<file path="config.mk">
export PLATFORM = sky130hd
export DESIGN_NAME = router_vc_ctrl
export DESIGN_NICKNAME = d
export VERILOG_FILES = /design/src/source/noc_pkg.sv /design/src/source/vc_threshold_regs.sv /design/src/source/vc_availability.sv /design/src/source/vc_allocator.sv /design/src/source/router_vc_ctrl.sv
export VERILOG_INCLUDE_DIRS = /design/src /design/src/source
export SDC_FILE = /design/constraint.sdc
export NUM_CORES = 1
export LEC_CHECK = 0
export ABC_AREA = 0
export BUFFER_PORTS_ARGS = -buffer_cell sky130_fd_sc_hd__buf_2
export CAP_MARGIN = 40
export CORE_MARGIN = 2
export CORE_UTILIZATION = 30
export CTS_CLUSTER_DIAMETER = 100
export DETAILED_ROUTE_END_ITERATION = 7
export GPL_ROUTABILITY_DRIVEN = 0
export MAX_ROUTING_LAYER = met4
export PLACE_DENSITY = 0.54
export SYNTH_ARGS = -nofsm -noshare
export SYNTH_HDL_FRONTEND = slang
export SYNTH_SLANG_ARGS = --single-unit
</file>
<file path="constraint.sdc">
create_clock -name clk -period 5.49 [get_ports clk]
set_clock_uncertainty 0.1 [all_clocks]
set_input_delay 0.549 -clock clk [delete_from_list [all_inputs] [get_ports clk]]
set_output_delay 0.549 -clock clk [all_outputs]
set_load 0.02 [all_outputs]
</file>
<file path="src/source/noc_macros.svh">
// Sizing constants shared by the router VC control RTL and its testbench
// Include wherever port, VC or credit counts are needed
// Guarded so several files can include it in one compile unit

`ifndef NOC_MACROS_SVH
`define NOC_MACROS_SVH

// Router ports, port 0 is the local port
`define NUM_PORTS 5

// Virtual channels per port
`define NUM_VCS 4

// Downstream flit buffers per VC, also the credit count after reset
`define BUFFER_DEPTH 8

// Default round-trip threshold loaded into every port at reset
`define ROUND_TRIP 2

// Credit counter width, wide enough to hold BUFFER_DEPTH itself
`define CR_BITS ($clog2(`BUFFER_DEPTH) + 1)

`endif

</file>
<file path="src/source/noc_pkg.sv">
// Vector types for the router VC control logic
// Modules import it inside the body, ports use scoped names

`default_nettype none

`include "noc_macros.svh"

package noc_pkg;

    // Router port number, 0 is local and 1 to 4 are mesh links
    typedef logic [$clog2(`NUM_PORTS)-1:0] port_idx_t;

    // VC number within one port
    typedef logic [$clog2(`NUM_VCS)-1:0] vc_idx_t;

    // Credit count, also used for the per-port threshold
    typedef logic [`CR_BITS-1:0] credit_t;

    // One bit per output VC of every port
    // Bit index is port * NUM_VCS + vc
    typedef logic [`NUM_PORTS*`NUM_VCS-1:0] vc_mask_t;

    // One bit per VC of the link ports only
    // Bit index is (port - 1) * NUM_VCS + vc, the local port has no credits
    typedef logic [(`NUM_PORTS-1)*`NUM_VCS-1:0] link_vc_mask_t;

endpackage

`default_nettype wire

</file>
<file path="src/source/vc_threshold_regs.sv">
// Per-output-port round-trip thresholds for the VC credit check
// Written one port at a time through the cfg_write strobe
// Every entry comes out of reset at the default round-trip value

`timescale 1ns/1ns
`default_nettype none

`include "noc_macros.svh"

module vc_threshold_regs (
    input  wire logic             clk,
    input  wire logic             reset,
    // Configuration write, one port per strobe
    input  wire logic             cfg_write,
    input  wire noc_pkg::port_idx_t cfg_port,
    input  wire noc_pkg::credit_t   cfg_threshold,
    // Current threshold of every output port
    output noc_pkg::credit_t        port_thresholds [`NUM_PORTS-1:0]
);
    import noc_pkg::*;

    // One write enable per port
    logic [`NUM_PORTS-1:0] wr_en;

    // Decode the target port, out-of-range numbers match no entry
    always_comb begin
        wr_en = '0;
        for (int p = 0; p < `NUM_PORTS; p++) begin
            if (cfg_write && (cfg_port == port_idx_t'(p))) begin
                wr_en[p] = 1'b1;
            end
        end
    end

    // Threshold storage
    // Port 0 keeps a value too, the local port simply never reads it
    always_ff @(posedge clk) begin
        if (reset) begin
            for (int p = 0; p < `NUM_PORTS; p++) begin
                port_thresholds[p] <= credit_t'(`ROUND_TRIP);
            end
        end else begin
            for (int p = 0; p < `NUM_PORTS; p++) begin
                if (wr_en[p]) begin
                    port_thresholds[p] <= cfg_threshold;
                end
            end
        end
    end

endmodule

`default_nettype wire

</file>
<file path="src/source/vc_availability.sv">
// Credit tracking for the output VCs of the link ports
// Counts grants against downstream credit returns and flags the VCs
// still above their port's threshold; also pulses credits upstream

`timescale 1ns/1ns
`default_nettype none

`include "noc_macros.svh"

module vc_availability (
    input  wire logic                  clk,
    input  wire logic                  reset,
    // Thresholds from the configuration registers
    input  wire noc_pkg::credit_t      port_thresholds [`NUM_PORTS-1:0],
    // One pulse per credit handed back by a downstream router
    input  wire noc_pkg::link_vc_mask_t dwnstr_credit_increment,
    // Allocation event from the allocator, same cycle as the request
    input  wire logic                  alloc_fire,
    input  wire noc_pkg::port_idx_t    alloc_in_port,
    input  wire noc_pkg::vc_idx_t      alloc_in_vc,
    input  wire noc_pkg::port_idx_t    alloc_dst_port,
    input  wire noc_pkg::vc_idx_t      alloc_op_vc,
    // Available output VCs, port 0 bits are always set
    output noc_pkg::vc_mask_t          vc_availability,
    // One-cycle credit pulse to the upstream router
    output noc_pkg::link_vc_mask_t     upstr_credit_increment
);
    import noc_pkg::*;

    localparam int LINK_VCS = (`NUM_PORTS - 1) * `NUM_VCS;

    // Credit counters, flat index (port - 1) * NUM_VCS + vc
    credit_t       credits [LINK_VCS-1:0];

    // Output VC that loses a credit this cycle
    link_vc_mask_t take_mask;

    // Input VC whose buffer slot frees up this cycle
    link_vc_mask_t free_mask;

    // Decode the allocation event into one-hot masks
    // Local port on either side has no credit bookkeeping
    always_comb begin
        take_mask = '0;
        free_mask = '0;
        for (int p = 1; p < `NUM_PORTS; p++) begin
            for (int v = 0; v < `NUM_VCS; v++) begin
                if (alloc_fire && (alloc_dst_port == port_idx_t'(p)) &&
                    (alloc_op_vc == vc_idx_t'(v))) begin
                    take_mask[(p-1)*`NUM_VCS+v] = 1'b1;
                end
                if (alloc_fire && (alloc_in_port == port_idx_t'(p)) &&
                    (alloc_in_vc == vc_idx_t'(v))) begin
                    free_mask[(p-1)*`NUM_VCS+v] = 1'b1;
                end
            end
        end
    end

    // Credit counters
    // Grant and return on one VC in the same cycle leave it unchanged
    always_ff @(posedge clk) begin
        if (reset) begin
            for (int i = 0; i < LINK_VCS; i++) begin
                credits[i] <= credit_t'(`BUFFER_DEPTH);
            end
        end else begin
            for (int i = 0; i < LINK_VCS; i++) begin
                case ({take_mask[i], dwnstr_credit_increment[i]})
                    // A fire only reaches a VC above threshold, so no underflow
                    2'b10: credits[i] <= credits[i] - credit_t'(1);
                    2'b01: begin
                        // Saturate at the buffer depth
                        if (credits[i] < credit_t'(`BUFFER_DEPTH)) begin
                            credits[i] <= credits[i] + credit_t'(1);
                        end
                    end
                    default: ;
                endcase
            end
        end
    end

    // Availability, strictly above threshold so a count cannot skip the test
    always_comb begin
        vc_availability = '0;
        for (int v = 0; v < `NUM_VCS; v++) begin
            vc_availability[v] = 1'b1;
        end
        for (int p = 1; p < `NUM_PORTS; p++) begin
            for (int v = 0; v < `NUM_VCS; v++) begin
                vc_availability[p*`NUM_VCS+v] =
                    (credits[(p-1)*`NUM_VCS+v] > port_thresholds[p]);
            end
        end
    end

    // Upstream pulse lines up with the grant
    always_ff @(posedge clk) begin
        if (reset) begin
            upstr_credit_increment <= '0;
        end else begin
            upstr_credit_increment <= free_mask;
        end
    end

endmodule

`default_nettype wire

</file>
<file path="src/source/vc_allocator.sv">
// Output VC allocation, one request per cycle
// Picks the lowest-numbered available VC on the destination port and
// answers with a registered grant or nack in the following cycle

`timescale 1ns/1ns
`default_nettype none

`include "noc_macros.svh"

module vc_allocator (
    input  wire logic               clk,
    input  wire logic               reset,
    // Allocation request
    input  wire logic               req,
    input  wire noc_pkg::port_idx_t req_port,
    input  wire noc_pkg::vc_idx_t   req_vc,
    input  wire noc_pkg::port_idx_t req_dst_port,
    // Current availability of every output VC
    input  wire noc_pkg::vc_mask_t  vc_availability,
    // Combinational allocation event for the credit tracker
    output logic                    alloc_fire,
    output noc_pkg::port_idx_t      alloc_in_port,
    output noc_pkg::vc_idx_t        alloc_in_vc,
    output noc_pkg::port_idx_t      alloc_dst_port,
    output noc_pkg::vc_idx_t        alloc_op_vc,
    // Registered response, one cycle after the request
    output logic                    grant,
    output noc_pkg::vc_idx_t        grant_op_vc,
    output logic                    nack
);
    import noc_pkg::*;

    // Availability slice of the destination port
    logic [`NUM_VCS-1:0] dst_avail;

    // Priority search result
    logic    found;
    vc_idx_t pick;

    // Select the destination slice, an unknown port sees nothing free
    always_comb begin
        dst_avail = '0;
        for (int p = 0; p < `NUM_PORTS; p++) begin
            if (req_dst_port == port_idx_t'(p)) begin
                dst_avail = vc_availability[p*`NUM_VCS +: `NUM_VCS];
            end
        end
    end

    // Scan from the top down so the lowest free VC is the last one kept
    always_comb begin
        found = 1'b0;
        pick  = '0;
        for (int v = `NUM_VCS - 1; v >= 0; v--) begin
            if (dst_avail[v]) begin
                found = 1'b1;
                pick  = vc_idx_t'(v);
            end
        end
    end

    // Allocation event to the credit tracker
    assign alloc_fire     = req && found;
    assign alloc_in_port  = req_port;
    assign alloc_in_vc    = req_vc;
    assign alloc_dst_port = req_dst_port;
    assign alloc_op_vc    = pick;

    // Response strobes, a request with no free VC is dropped
    always_ff @(posedge clk) begin
        if (reset) begin
            grant <= 1'b0;
            nack  <= 1'b0;
        end else begin
            grant <= alloc_fire;
            nack  <= req && !found;
        end
    end

    // Granted VC, only meaningful while grant is high
    always_ff @(posedge clk) begin
        if (alloc_fire) begin
            grant_op_vc <= pick;
        end
    end

endmodule

`default_nettype wire

</file>
<file path="src/source/router_vc_ctrl.sv">
// Top of the router output-VC control
// Ties the threshold registers, the credit tracker and the allocator
// together; the testbench drives requests and credit returns here

`timescale 1ns/1ns
`default_nettype none

`include "noc_macros.svh"

module router_vc_ctrl (
    input  wire logic                   clk,
    input  wire logic                   reset,
    // Threshold configuration
    input  wire logic                   cfg_write,
    input  wire noc_pkg::port_idx_t     cfg_port,
    input  wire noc_pkg::credit_t       cfg_threshold,
    // VC allocation request
    input  wire logic                   req,
    input  wire noc_pkg::port_idx_t     req_port,
    input  wire noc_pkg::vc_idx_t       req_vc,
    input  wire noc_pkg::port_idx_t     req_dst_port,
    // Credits returned by the neighbours
    input  wire noc_pkg::link_vc_mask_t dwnstr_credit_increment,
    // Status and responses
    output noc_pkg::vc_mask_t           vc_availability,
    output logic                        grant,
    output noc_pkg::vc_idx_t            grant_op_vc,
    output logic                        nack,
    output noc_pkg::link_vc_mask_t      upstr_credit_increment
);
    import noc_pkg::*;

    // Thresholds per output port
    credit_t   port_thresholds [`NUM_PORTS-1:0];

    // Allocation event from allocator to tracker
    logic      alloc_fire;
    port_idx_t alloc_in_port;
    vc_idx_t   alloc_in_vc;
    port_idx_t alloc_dst_port;
    vc_idx_t   alloc_op_vc;

    vc_threshold_regs u_thresholds (
        .clk             (clk),
        .reset           (reset),
        .cfg_write       (cfg_write),
        .cfg_port        (cfg_port),
        .cfg_threshold   (cfg_threshold),
        .port_thresholds (port_thresholds)
    );

    vc_availability u_credits (
        .clk                     (clk),
        .reset                   (reset),
        .port_thresholds         (port_thresholds),
        .dwnstr_credit_increment (dwnstr_credit_increment),
        .alloc_fire              (alloc_fire),
        .alloc_in_port           (alloc_in_port),
        .alloc_in_vc             (alloc_in_vc),
        .alloc_dst_port          (alloc_dst_port),
        .alloc_op_vc             (alloc_op_vc),
        .vc_availability         (vc_availability),
        .upstr_credit_increment  (upstr_credit_increment)
    );

    vc_allocator u_allocator (
        .clk             (clk),
        .reset           (reset),
        .req             (req),
        .req_port        (req_port),
        .req_vc          (req_vc),
        .req_dst_port    (req_dst_port),
        .vc_availability (vc_availability),
        .alloc_fire      (alloc_fire),
        .alloc_in_port   (alloc_in_port),
        .alloc_in_vc     (alloc_in_vc),
        .alloc_dst_port  (alloc_dst_port),
        .alloc_op_vc     (alloc_op_vc),
        .grant           (grant),
        .grant_op_vc     (grant_op_vc),
        .nack            (nack)
    );

endmodule

`default_nettype wire

</file>
==> Word level (Yosys, flattened, before mapping) <==
Memories as Yosys holds them, arrays and structs flattened.
Index checks and enable logic that the tools add are counted.
{ "op_classes": {"addsub": 32, "magnitude_cmp": 32, "eq_ne": 50, "muxes": 195, "bitwise_logic": 32, "n_reduce_logical": 50} }
{ "ops": {"columns": ["operator", "n"], "rows": [
  ["two-way mux 1 bit", 154],
  ["two-way mux 4 bit", 37],
  ["adder 4 x 1 -> 4 bit, second input constant", 16],
  ["> comparator 4 bit", 16],
  ["< comparator 4 bit, second input constant", 16],
  ["subtractor 4 x 1 -> 4 bit, second input constant", 16],
  ["logical AND 1 bit", 46],
  ["== test 2 bit, second input constant", 20],
  ["== test 2 x 1 -> 1 bit, second input constant", 18],
  ["OR 1 bit", 32],
  ["== test 3 x 2 -> 1 bit, second input constant", 6],
  ["== test 3 x 1 -> 1 bit, second input constant", 3],
  ["== test 3 bit, second input constant", 3],
  ["two-way mux 2 bit", 4],
  ["logical NOT 2 bit", 2],
  ["logical NOT 3 bit", 1],
  ["logical NOT 1 bit", 1]
]} }
{ "word_totals": {"ff_bits": 36, "ram_bits": 64, "in_bits": 35, "output_inout_bits": 40, "wordCells": 400, "memories": 1} }
{ "mem_list": {"columns": ["name", "words", "word_bits", "rd", "rd_clocked_by_memory_dff", "wr", "line_no", "rtl"], "rows": [
  ["u_credits.credits", 16, 4, 16, 0, 16, "vc_availability.sv:33", "credit_t credits [LINK_VCS-1:0];"]
]} }

==> Depth between registers and ports, before layout <==
Gate-level depths: netlist (run 1).
{ "depth": {"depth_word": 20, "ltp_mapped": 17, "ltp_nobuf": 16} }

==> By module <==
From an unflattened synthesis (run 1), not the netlist that was laid out.
{ "hier_totals": {"hier_cells": 754, "hier_area_um2": 7628.6} }
{ "by_module_without_submodules": {"columns": ["mod", "n_inst", "cells_each", "area_each_um2", "seq_area_each_um2"], "rows": [
  ["vc_availability", 1, 622, 6308.6, 2242.2],
  ["vc_threshold_regs", 1, 75, 812.0, 400.4],
  ["vc_allocator", 1, 57, 508.0, 100.1]
]} }

==> Worst setup path before layout (run 1) <==
No wires, ideal clock.
{ "synth_timing": {"kind": "reg-to-reg", "start": "mem u_credits.credits[1][20] in the netlist's numbering", "end": "mem u_credits.credits[0][11] in the netlist's numbering (data pin)", "setup_ps": 259, "arrival_ps": 3457, "required_time_ps": 5131, "slack_ps": 1674, "path_stages_with_launch": 18, "path_buffers": 1, "synth_period_minus_slack_ps": 3816, "cell_sequence": "edfxtp_1 -> inv_1 -> ha_1 -> and4_1 -> nor3_1 -> o21ai_1 -> a211o_2 -> or2_1 -> buf_2 -> nand4_1 -> nand2b_1 -> nand2b_1 -> ha_1 -> a21o_1 -> a21o_1 -> xnor2_1 -> or4_1 -> o31a_1"} }
{ "synth_lines": {"columns": ["element", "line_no"], "rows": [
  ["from (decl)", "vc_availability.sv:33"]
]} }

==> flow_metrics.tcl, run 1 <==
set metrics [dict create \
    power_density_nw_per_um2 234 \
    cts_hold_buffers 0 \
    postRouteAntennaNets 0 \
    portBuffers 70 \
    grt_setup_unrepaired "false" \
    grt_use_total_pct 15.1 \
    yosys_register_bits 100 \
    grt-ovfl-total 0 \
    clockBufferDepth 2 \
    synthArstFlopShare_pct 0 \
    synth.distinct_cells 71 \
    num_vias 5706 \
    grt_pass1_vias 5569 \
    grt_max_degree 54 \
    ir_drop_uv 143 \
    fin_crit_ns 4.41 \
    rows 57 \
    cap_violations 0 \
    comb_power_share_pct 21.9 \
    tightestPinTransition_ns 0.847 \
    clock_latency_ns 0.36 \
    cts_max_level 3 \
    worstPathRequired_ns 5.51 \
    path_clk_slew_ns 0.08 \
    fmax_ghz 0.227 \
    routed_wl_um 18500 \
    netlist_top_cells_area "edfxtp_1, ha_1, dfxtp_1" \
    cp-end-kind "flip-flop" \
    avgSynthCellArea_um2 9.84 \
    min_period_over_period_pct 80.3 \
    r2r_setup_slack_ns 1.08 \
    grt_first_pass_wirelength_um 29700 \
    area_growth_pct 12.6 \
    dpl.hpwl_um 14500 \
    crit_type "flip-flop to flip-flop" \
    clockRootBuffer "clkbuf_16" \
    cp.arrival_ns 4.43 \
    finalMaxSlewViolations 0 \
    synth_top_cells_by_count "nor2_1, ha_1, edfxtp_1" \
    finish.utilization_pct 34.4 \
    fp.coreArea_um2 24200 \
    dominantRegCellSynth "edfxtp_1" \
    hold_ws_ns 0.389 \
    setup_viol_count_final 0 \
    fill_cells 2496 \
    seq_area_frac_synth_pct 36.0 \
    postSynthCellCount 752 \
    post_cts_resized 0 \
    finalHoldViolCount 0 \
    fp.dieW_um 161 \
    start_util_pct 30.5 \
    p_clk_share_pct 31.9 \
    cts_made_buffers 9 \
    seq_power_share_pct 46.1 \
    cts_tree "built" \
    postCtsSetupBuffers 0 \
    via_per_inst 4.98 \
    yosysMostFrequentCell "nor2_1" \
    dr.pass1.iters 5 \
    layout.nets 963 \
    post_drt_wl_per_cell_um 16.2 \
    ys.warnings.count 0 \
    synth-edff-count 66 \
    drt_iter0_markers 307 \
    min_path_type "flip-flop to flip-flop" \
    startpoint "u_credits.credits[0][1]$_SDFFCE_PN0P_" \
    synth_top_area_cell "edfxtp_1" \
    hold_start "u_thresholds.port_thresholds[13]$_SDFFE_PP1P_" \
    netlist_area_um2 7400 \
    die_h_um 161 \
    crit_path_start_kind "flip-flop" \
    leakagePower_nw 3.40 \
    max_slew_margin_pct 43.1 \
    drc 0 \
    fin_setup_tns_ns 0 \
    cts.sinks 100 \
    p_sw_share_pct 30.5 \
    antenna_found_initial 0 \
    switchingPower_uw 595 \
    antennaDiodeCount 0 \
    status "finished, final reports clean" \
    drive_above_1_share_pct 13.5 \
    worst_r2r_startpoint "u_credits.credits[0][1]$_SDFFCE_PN0P_" \
    synth_top_area_share_pct 26.8 \
    die_area_um2 26000 \
    p_int_mw 1.35 \
    crit_fanout 7 \
    io_pins 75 \
]
[area by class of cell]
class	count	area, µm²	share of cell area [%]
clock buffer	10	239	2.87
clock inverter	6	40.0	0.480
inverter	41	156	1.88
multi-input combinational	590	4450	53.3
sequential	100	2660	31.9
tap	324	405	4.86
timing repair buffer	75	385	4.62
[through the flow]
step / area (µm²) / power (mW) / cells / setup slack, ns
final: 8340 / 1.95 / 1146 / 1.08
after detailed placement: 8060 / 1.34 / 1130 / 1.11
after global placement: 8050 / 1.34 / 1129 / 1.15
after CTS: 8340 / 1.97 / 1146 / 1.09
after floorplan: 7410 / 1.22 / 755 / 1.67
after global routing: 8340 / 2.06 / 1146 / 0.818
[cells by family (layout without fill, tap and decap cells)]
group / after synthesis / in the layout / synth area share, %
compound gates: 146 / 146 / 13.9
xor+xnor: 27 / 27 / 3.19
buf+inv: 65 / 132 / 4.12
simple gates: 278 / 278 / 19.2
other cells: 1 / 4 / 0.0507
flops: 100 / 100 / 36.0
mux: 24 / 24 / 3.28
fa+ha+maj: 111 / 111 / 20.3
[layer usage]
layer | global-route usage [%] | vias up | wire, µm
met5 | - | - | 0
met4 | 4.06 | 0 | 289
met3 | 2.49 | 20 | 824
met2 | 24.4 | 130 | 8580
met1 | 19.6 | 2697 | 8860
li1 | - | 2859 | -
[cells in the final DEF (no fill, tap or decap), types with 13 or more instances in the layout]
| cell type | instances |
|---|---|
| a21o_1 | 21 |
| a21oi_1 | 44 |
| buf_2 | 71 |
| dfxtp_1 | 34 |
| edfxtp_1 | 66 |
| fa_1 | 15 |
| ha_1 | 96 |
| inv_1 | 40 |
| mux2i_1 | 22 |
| nand2_1 | 40 |
| nand2b_1 | 19 |
| nand3_1 | 19 |
| nand4_1 | 14 |
| nor2_1 | 99 |
| nor2b_1 | 22 |
| o211ai_1 | 13 |
| o21ai_0 | 14 |
| xnor2_1 | 22 |
[power by group through the flow]
stage,Sequential [mW],Combinational [mW],Clock (mW)
after detailed placement,0.916,0.428,0
after floorplan,0.906,0.317,0
after CTS,0.898,0.431,0.638
after global routing,0.906,0.485,0.666
after global placement,0.915,0.423,0
final,0.898,0.427,0.622
[critical path: stages (launching register included)]
cell and delay (ns):
edfxtp_1 0.45, ha_1 0.31, nor2b_1 0.13, o211ai_1 0.19, a31oi_1 0.17, o221a_4 0.33, nor2_1 0.44, buf_4 0.25
nand4_1 0.17, nand2b_1 0.15, nand2b_1 0.19, ha_1 0.27, a21o_1 0.18, a21o_1 0.20, xnor2_1 0.12, or4_1 0.39
o31a_1 0.11
[path summary, 6_finish.rpt]
check	end	cells past startpoint
min	u_thresholds.port_thresholds[13]$_SDFFE_PP1P_	2
min reg2reg	u_thresholds.port_thresholds[13]$_SDFFE_PP1P_	2
max reg2reg	u_credits.credits[0][11]$_SDFFCE_PN1P_	16
max	u_credits.credits[0][11]$_SDFFCE_PN1P_	16
[sequential cells by signal, indices dropped and copies added, names as in the netlist]
name                              cells
u_allocator.grant                     1
u_thresholds.port_thresholds         16
u_credits.upstr_credit_increment     16
u_allocator.grant_op_vc               2
u_credits.credits                    64
u_allocator.nack                      1
No activity file was read; power rests on OpenSTA's default activity.
==> inputs of run 2 (changes only) <==
--- a/config.mk
+++ b/config.mk
@@ -15,7 +15,7 @@
 export DETAILED_ROUTE_END_ITERATION = 7
 export GPL_ROUTABILITY_DRIVEN = 0
 export MAX_ROUTING_LAYER = met4
-export PLACE_DENSITY = 0.54
+export PLACE_DENSITY = 0.56
 export SYNTH_ARGS = -nofsm -noshare
 export SYNTH_HDL_FRONTEND = slang
 export SYNTH_SLANG_ARGS = --single-unit
==> constraint.sdc (replaced) <==
create_clock -name clk -period 3.8 [get_ports clk]
set_clock_uncertainty 0.1 [all_clocks]
set_input_delay 0.38 -clock clk [delete_from_list [all_inputs] [get_ports clk]]
set_output_delay 0.38 -clock clk [all_outputs]
set_load 0.02 [all_outputs]
==> flow_metrics.tcl, run 2 (synthesis results as in run 1) <==
set metrics [dict create \
    largest-register "u_credits.credits" \
    dp_cells 1236 \
    drt_iter0_markers 290 \
    cts_tree "built" \
    final_cells 1274 \
    grt_max_degree 54 \
    largest_reg_flops 64 \
    antenna_found_initial 0 \
    grt_use_total_pct 15.9 \
    start_util_pct 30.5 \
    cap_violations 0 \
    num_vias 6195 \
    crit_fanout 5 \
    hold_start "req_port[2]" \
    grt_pass1_vias 6050 \
    dpl.hpwl_um 15400 \
    cts_made_buffers 9 \
    rows 57 \
    portBuffers 70 \
    dpl_worst_slack_ns -0.112 \
    crit_path_start_kind "flip-flop" \
    clockBufferDepth 2 \
    min_path_type "primary input to flip-flop" \
    setup_viol_count_final 0 \
    clock_latency_ns 0.36 \
    hold_depth 3 \
    status "finished, final reports clean" \
    path_clk_slew_ns 0.07 \
    cp-end-kind "flip-flop" \
    max_slew_margin_pct 45.7 \
    worstPathRequired_ns 3.82 \
    die_area_um2 26000 \
    final_common_cell "buf_4" \
    r2r_cells 15 \
    grt_first_pass_wirelength_um 31300 \
    fp.coreArea_um2 24200 \
    fin_crit_ns 3.73 \
    min_period_over_period_pct 98.2 \
    largestRegisters "u_credits.credits: 64 flops, u_credits.upstr_credit_increment: 16 flops, u_thresholds.port_thresholds: 16 flops" \
    final_cell_mix "buf_4, nor2_1, ha_1" \
    area_growth_pct 30.7 \
    cts_max_level 3 \
    routed_wl_um 20100 \
    die_h_um 161 \
    grt_setup_unrepaired "true" \
    clockRootBuffer "clkbuf_16" \
    report.power.total_mw 3.07 \
    worst_r2r_startpoint "u_credits.credits[0][3]$_SDFFCE_PN1P_" \
    grt-ovfl-total 0 \
    fp.dieW_um 161 \
    crit_type "flip-flop to flip-flop" \
    drive_above_1_share_pct 30.5 \
    r2r_setup_slack_ns 0.07 \
    fmax_ghz 0.268 \
    dr.pass1.iters 4 \
    finalMaxSlewViolations 0 \
    hold_ws_ns 0.257 \
    setup_ws_ns 0.0691 \
    cp.arrival_ns 3.75 \
    fill_cells 2423 \
    io_pins 75 \
    drc 0 \
    postRouteAntennaNets 0 \
    post_drt_wl_per_cell_um 15.8 \
    via_per_inst 4.86 \
    tightestPinTransition_ns 0.809 \
    leakagePower_nw 4.09 \
    min_to "u_credits.upstr_credit_increment[13]$_SDFF_PP0_" \
    layout.nets 1090 \
    ir_drop_uv 225 \
    power_density_nw_per_um2 317 \
    cts_hold_buffers 0 \
    reg2reg_to "u_credits.credits[0][11]$_SDFFCE_PN1P_" \
    finalHoldViolCount 0 \
    cts.sinks 100 \
]
[run 2: cell count changes in the layout (fill, tap and decap cells not counted), sizes merged]
cell and change:
clkinvlp -1, bufinv +1, clkbuf +2, buf +127, clkinv -2, diode +1
[run 2: what timing repair did]
| item | 4_1_cts | 5_1_grt |
|---|---|---|
| setup endpoints to repair | 4 | 17 |
| pin swaps | 2 | 39 |
| buffers inserted | 2 | 19 |
| resized for setup | 8 | 53 |
| gates cloned | 0 | 0 |
[run 2: stage by stage]
step / util (%) / TNS (ns) / area (µm²)
final: 39.9 / 0 / 9680
after floorplan: - / 0 / 7420
after global placement: 36.7 / -0.172 / 8900
after CTS: 38.2 / 0 / 9270
after global routing: 39.9 / -0.323 / 9680
after detailed placement: 36.7 / -0.278 / 8900
[run 2: routing by layer]
metal,wire [µm],part of all wire (%),track usage (%)
met1,9300,46,20.0
met2,9740,48,26.4
met3,733,3.7,3.06
met4,306,1.5,3.81
met5,0,0,-
[run 2: worst max-delay path by stage]
stage,from,end
5_1_grt,u_credits.credits[0][1]$_SDFFCE_PN0P_,u_credits.credits[0][11]$_SDFFCE_PN1P_
3_5_place_dp,u_thresholds.port_thresholds[11]$_SDFFE_PP0P_,u_credits.credits[0][11]$_SDFFCE_PN1P_
6_report,u_credits.credits[0][3]$_SDFFCE_PN1P_,u_credits.credits[0][11]$_SDFFCE_PN1P_
2_1_floorplan,u_credits.credits[1][20]$_SDFFCE_PP0P_,u_credits.credits[0][11]$_SDFFCE_PN1P_
3_3_place_gp,u_thresholds.port_thresholds[7]$_SDFFE_PP0P_,u_credits.credits[0][7]$_SDFFCE_PN1P_
4_1_cts,u_credits.credits[0][19]$_SDFFCE_PN1P_,u_credits.credits[1][31]$_SDFFCE_PP1P_
[run 2: critical path, stage by stage, from the launching register on]
cell and delay [ns]:
edfxtp_1 0.46, ha_4 0.28, and4_1 0.22, a211o_1 0.30, a31oi_2 0.22, o221a_4 0.25, nor2_4 0.05, nand4_1 0.15
nand2b_1 0.10, nand2b_4 0.17, ha_4 0.20, a21o_1 0.15, a21o_1 0.17, xnor2_1 0.12, or4_1 0.46, o31a_1 0.12
[run 2: area by class of cell]
type / count / area (µm²) / share of cell area [%]
Antenna cell: 1 / 2.50 / 0.0259
Clock buffer: 12 / 268 / 2.77
Clock inverter: 4 / 55.1 / 0.569
Inverter: 41 / 159 / 1.64
Sequential cell: 100 / 2670 / 27.6
Tap cell: 324 / 405 / 4.19
Multi-Input combinational cell: 590 / 4730 / 48.9
Timing Repair Buffer: 202 / 1390 / 14.4
[run 2: power breakdown]
group / switching, mW / total [mW] / internal (mW)
combinational: 0.411 / 0.770 / 0.359
clock: 0.439 / 1.01 / 0.572
sequential: 0.0525 / 1.29 / 1.24
total: 0.903 / 3.07 / 2.17
==> inputs of run 3 (changes only) <==
--- a/config.mk
+++ b/config.mk
@@ -6,7 +6,7 @@
 export SDC_FILE = /design/constraint.sdc
 export NUM_CORES = 1
 export LEC_CHECK = 0
-export ABC_AREA = 0
+export ABC_AREA = 1
 export BUFFER_PORTS_ARGS = -buffer_cell sky130_fd_sc_hd__buf_2
 export CAP_MARGIN = 40
 export CORE_MARGIN = 2
@@ -15,7 +15,7 @@
 export DETAILED_ROUTE_END_ITERATION = 7
 export GPL_ROUTABILITY_DRIVEN = 0
 export MAX_ROUTING_LAYER = met4
-export PLACE_DENSITY = 0.56
+export PLACE_DENSITY = 0.54
 export SYNTH_ARGS = -nofsm -noshare
 export SYNTH_HDL_FRONTEND = slang
 export SYNTH_SLANG_ARGS = --single-unit
==> constraint.sdc (replaced) <==
create_clock -name clk -period 4.1 [get_ports clk]
set_clock_uncertainty 0.1 [all_clocks]
set_input_delay 0.41 -clock clk [delete_from_list [all_inputs] [get_ports clk]]
set_output_delay 0.41 -clock clk [all_outputs]
set_load 0.02 [all_outputs]
==> flow_metrics.tcl, run 3 <==
set metrics [dict create \
    status "finished, final reports clean" \
    io_pins 75 \
    crit_buf_inv 3 \
    synth_top_cells_by_count "nand2_1, inv_1, ha_1" \
    rows 57 \
    fin_crit_ns 3.63 \
    grt-ovfl-total 0 \
    finalMaxSlewViolations 0 \
    grt_first_pass_wirelength_um 29600 \
    min_period_over_period_pct 88.4 \
    cp_slowest_cell "edfxtp_1" \
    leakagePower_nw 4.06 \
    dpl_worst_slack_ns 0.517 \
    cts_tree "built" \
    die_area_um2 26200 \
    ys.warnings.count 0 \
    synth-edff-count 66 \
    crit_type "flip-flop to flip-flop" \
    dominantRegCellSynth "edfxtp_1" \
    synthArstFlopShare_pct 0 \
    num_vias 5958 \
    cpPeakStageDelay_ns 0.49 \
    r2r_cells 20 \
    setup_ws_ns 0.475 \
    drt_iter0_markers 294 \
    crit_fanout 6 \
    tightestPinTransition_ns 0.514 \
    worstPathRequired_ns 4.10 \
    largest_reg_flops 64 \
    fin_setup_tns_ns 0 \
    worst_r2r_startpoint "u_credits.credits[0][25]$_SDFFCE_PN0P_" \
    post_drt_wl_per_cell_um 13.9 \
    grt_max_degree 30 \
    portBuffers 70 \
    yosysMostFrequentCell "nand2_1" \
    cts_hold_buffers 0 \
    fill_cells 2580 \
    synth_top_area_cell "edfxtp_1" \
    drc 0 \
    min_to "u_allocator.nack$_SDFF_PP0_" \
    cts.sinks 100 \
    hold_start "req" \
    power_density_nw_per_um2 307 \
    max_slew_margin_pct 65.4 \
    final_cell_mix "nand2_1, inv_1, ha_1" \
    reg2reg_to "u_credits.credits[1][11]$_SDFFCE_PP1P_" \
    cp-end-kind "flip-flop" \
    netlist_top_cells_area "edfxtp_1, ha_1, dfxtp_1" \
    clockBufferDepth 2 \
    hold_depth 3 \
    largest-register "u_credits.credits" \
    avgSynthCellArea_um2 8.24 \
    finish.utilization_pct 34.8 \
    r2r_setup_slack_ns 0.47 \
    final_common_cell "nand2_1" \
    setup_viol_count_final 0 \
    yosys_register_bits 100 \
    cap_violations 0 \
    synth_top_area_share_pct 26.5 \
    min_path_type "primary input to flip-flop" \
    layout.nets 1128 \
    via_per_inst 4.54 \
    cp_common_cell "nand2_1" \
    drive_above_1_share_pct 13.3 \
    grt_use_total_pct 14.9 \
    postRouteAntennaNets 0 \
    netlist_area_um2 7490 \
    crit_path_start_kind "flip-flop" \
    clockRootBuffer "clkbuf_16" \
    largestRegisters "u_credits.credits: 64 flops, u_credits.upstr_credit_increment: 16 flops, u_thresholds.port_thresholds: 16 flops" \
    seq_area_frac_synth_pct 35.6 \
    cts_made_buffers 9 \
    postSynthCellCount 909 \
    report.power.total_mw 2.60 \
    antenna_found_initial 1 \
    finalHoldViolCount 0 \
    fmax_ghz 0.276 \
    grt_setup_unrepaired "false" \
    area_growth_pct 13.4 \
    crit_family "simple AND/OR/NAND/NOR gates" \
    cp.arrival_ns 3.62 \
    cts_max_level 3 \
    hold_ws_ns 0.299 \
    dr.pass1.iters 4 \
    post_cts_resized 0 \
    fp.dieW_um 162 \
    clock_latency_ns 0.36 \
    start_util_pct 30.7 \
    synth.distinct_cells 38 \
    crit_chain "ha_1, inv_1, nor2_1, o21ai_1, nand2_1, nand3_1, nand4_1, nor2_2, nand2_4, nand3_2, inv_2, nand2_1, nand4_1, ha_1, nand2_1, nand2_1, a31oi_1, inv_1, nand2_1, nand3_1" \
    fp.coreArea_um2 24400 \
    grt_pass1_vias 5676 \
    ir_drop_uv 177 \
    die_h_um 162 \
    dpl.hpwl_um 14500 \
    routed_wl_um 18300 \
    postCtsSetupBuffers 0 \
    path_clk_slew_ns 0.08 \
]
## run 3: area by class of cell
type	count	area, µm²	area share [%]
tap	324	405	4.78
clock buffer	9	225	2.65
clock inverter	7	55.1	0.648
timing repair buffer	73	373	4.39
antenna	1	2.50	0.0295
multi-input combinational	628	4130	48.6
inverter	170	638	7.52
sequential	100	2660	31.4
## run 3: layer usage
metal,up-vias,track usage (%),routed length (µm)
met5,-,-,0
li1,3138,-,-
met3,18,2.04,537
met2,69,23.9,8490
met1,2733,19.4,8920
met4,0,4.95,308
## run 3: report_power, final
group          leakage [nW]  switching, mW  internal [mW]  total, mW
clock network         0.142          0.427          0.422      0.849
registers             0.912         0.0462           1.14       1.18
logic                  3.01          0.365          0.205      0.570
## run 3: how the worst max path moves through the flow
stage | from | end | slack (ns) | depth (start not counted)
after detailed placement | u_credits.credits[0][13]$_SDFFCE_PN0P_ | u_credits.credits[1][11]$_SDFFCE_PP1P_ | 0.52 | 22
after CTS | u_credits.credits[0][13]$_SDFFCE_PN0P_ | u_credits.credits[1][11]$_SDFFCE_PP1P_ | 0.50 | 22
after floorplan | u_credits.credits[0][29]$_SDFFCE_PN0P_ | u_credits.credits[1][27]$_SDFFCE_PP1P_ | 1.02 | 20
after global placement | u_credits.credits[0][13]$_SDFFCE_PN0P_ | u_credits.credits[1][11]$_SDFFCE_PP1P_ | 0.52 | 22
after global routing | u_credits.credits[0][13]$_SDFFCE_PN0P_ | u_credits.credits[1][11]$_SDFFCE_PP1P_ | 0.09 | 22
final | u_credits.credits[0][25]$_SDFFCE_PN0P_ | u_credits.credits[1][11]$_SDFFCE_PP1P_ | 0.47 | 20
## run 3: cell families (layout without fill, tap and decap cells)
| logic type | Yosys count | after routing | synth area share (%) |
|---|---|---|---|
| other | 1 | 5 | 0.0501 |
| AOI/OAI and AO/OA | 107 | 107 | 9.16 |
| buffers and inverters | 184 | 259 | 9.47 |
| DFF | 100 | 100 | 35.6 |
| and+or+nand+nor | 390 | 390 | 23.8 |
| xor gates and xnor gates | 16 | 16 | 1.87 |
| adders and majority gates | 111 | 111 | 20.1 |
## run 3: worst register-to-register path, cell delays in order (launching register included)
cell and delay (ns):
edfxtp_1 0.49, ha_1 0.34, inv_1 0.06, nor2_1 0.03, o21ai_1 0.14, nand2_1 0.06, nand3_1 0.14, nand4_1 0.16
nor2_2 0.21, nand2_4 0.13, nand3_2 0.15, inv_2 0.08, nand2_1 0.17, nand4_1 0.24, ha_1 0.39, nand2_1 0.08
nand2_1 0.04, a31oi_1 0.18, inv_1 0.06, nand2_1 0.06, nand3_1 0.05
## run 3: per-stage QoR
| stage | std cells | instance area (µm²) |
|---|---|---|
| 6_report | 1312 | 8490 |
| 5_1_grt | 1312 | 8490 |
| 3_5_place_dp | 1295 | 8210 |
| 3_3_place_gp | 1295 | 8210 |
| 4_1_cts | 1311 | 8490 |
| 2_1_floorplan | 912 | 7500 |
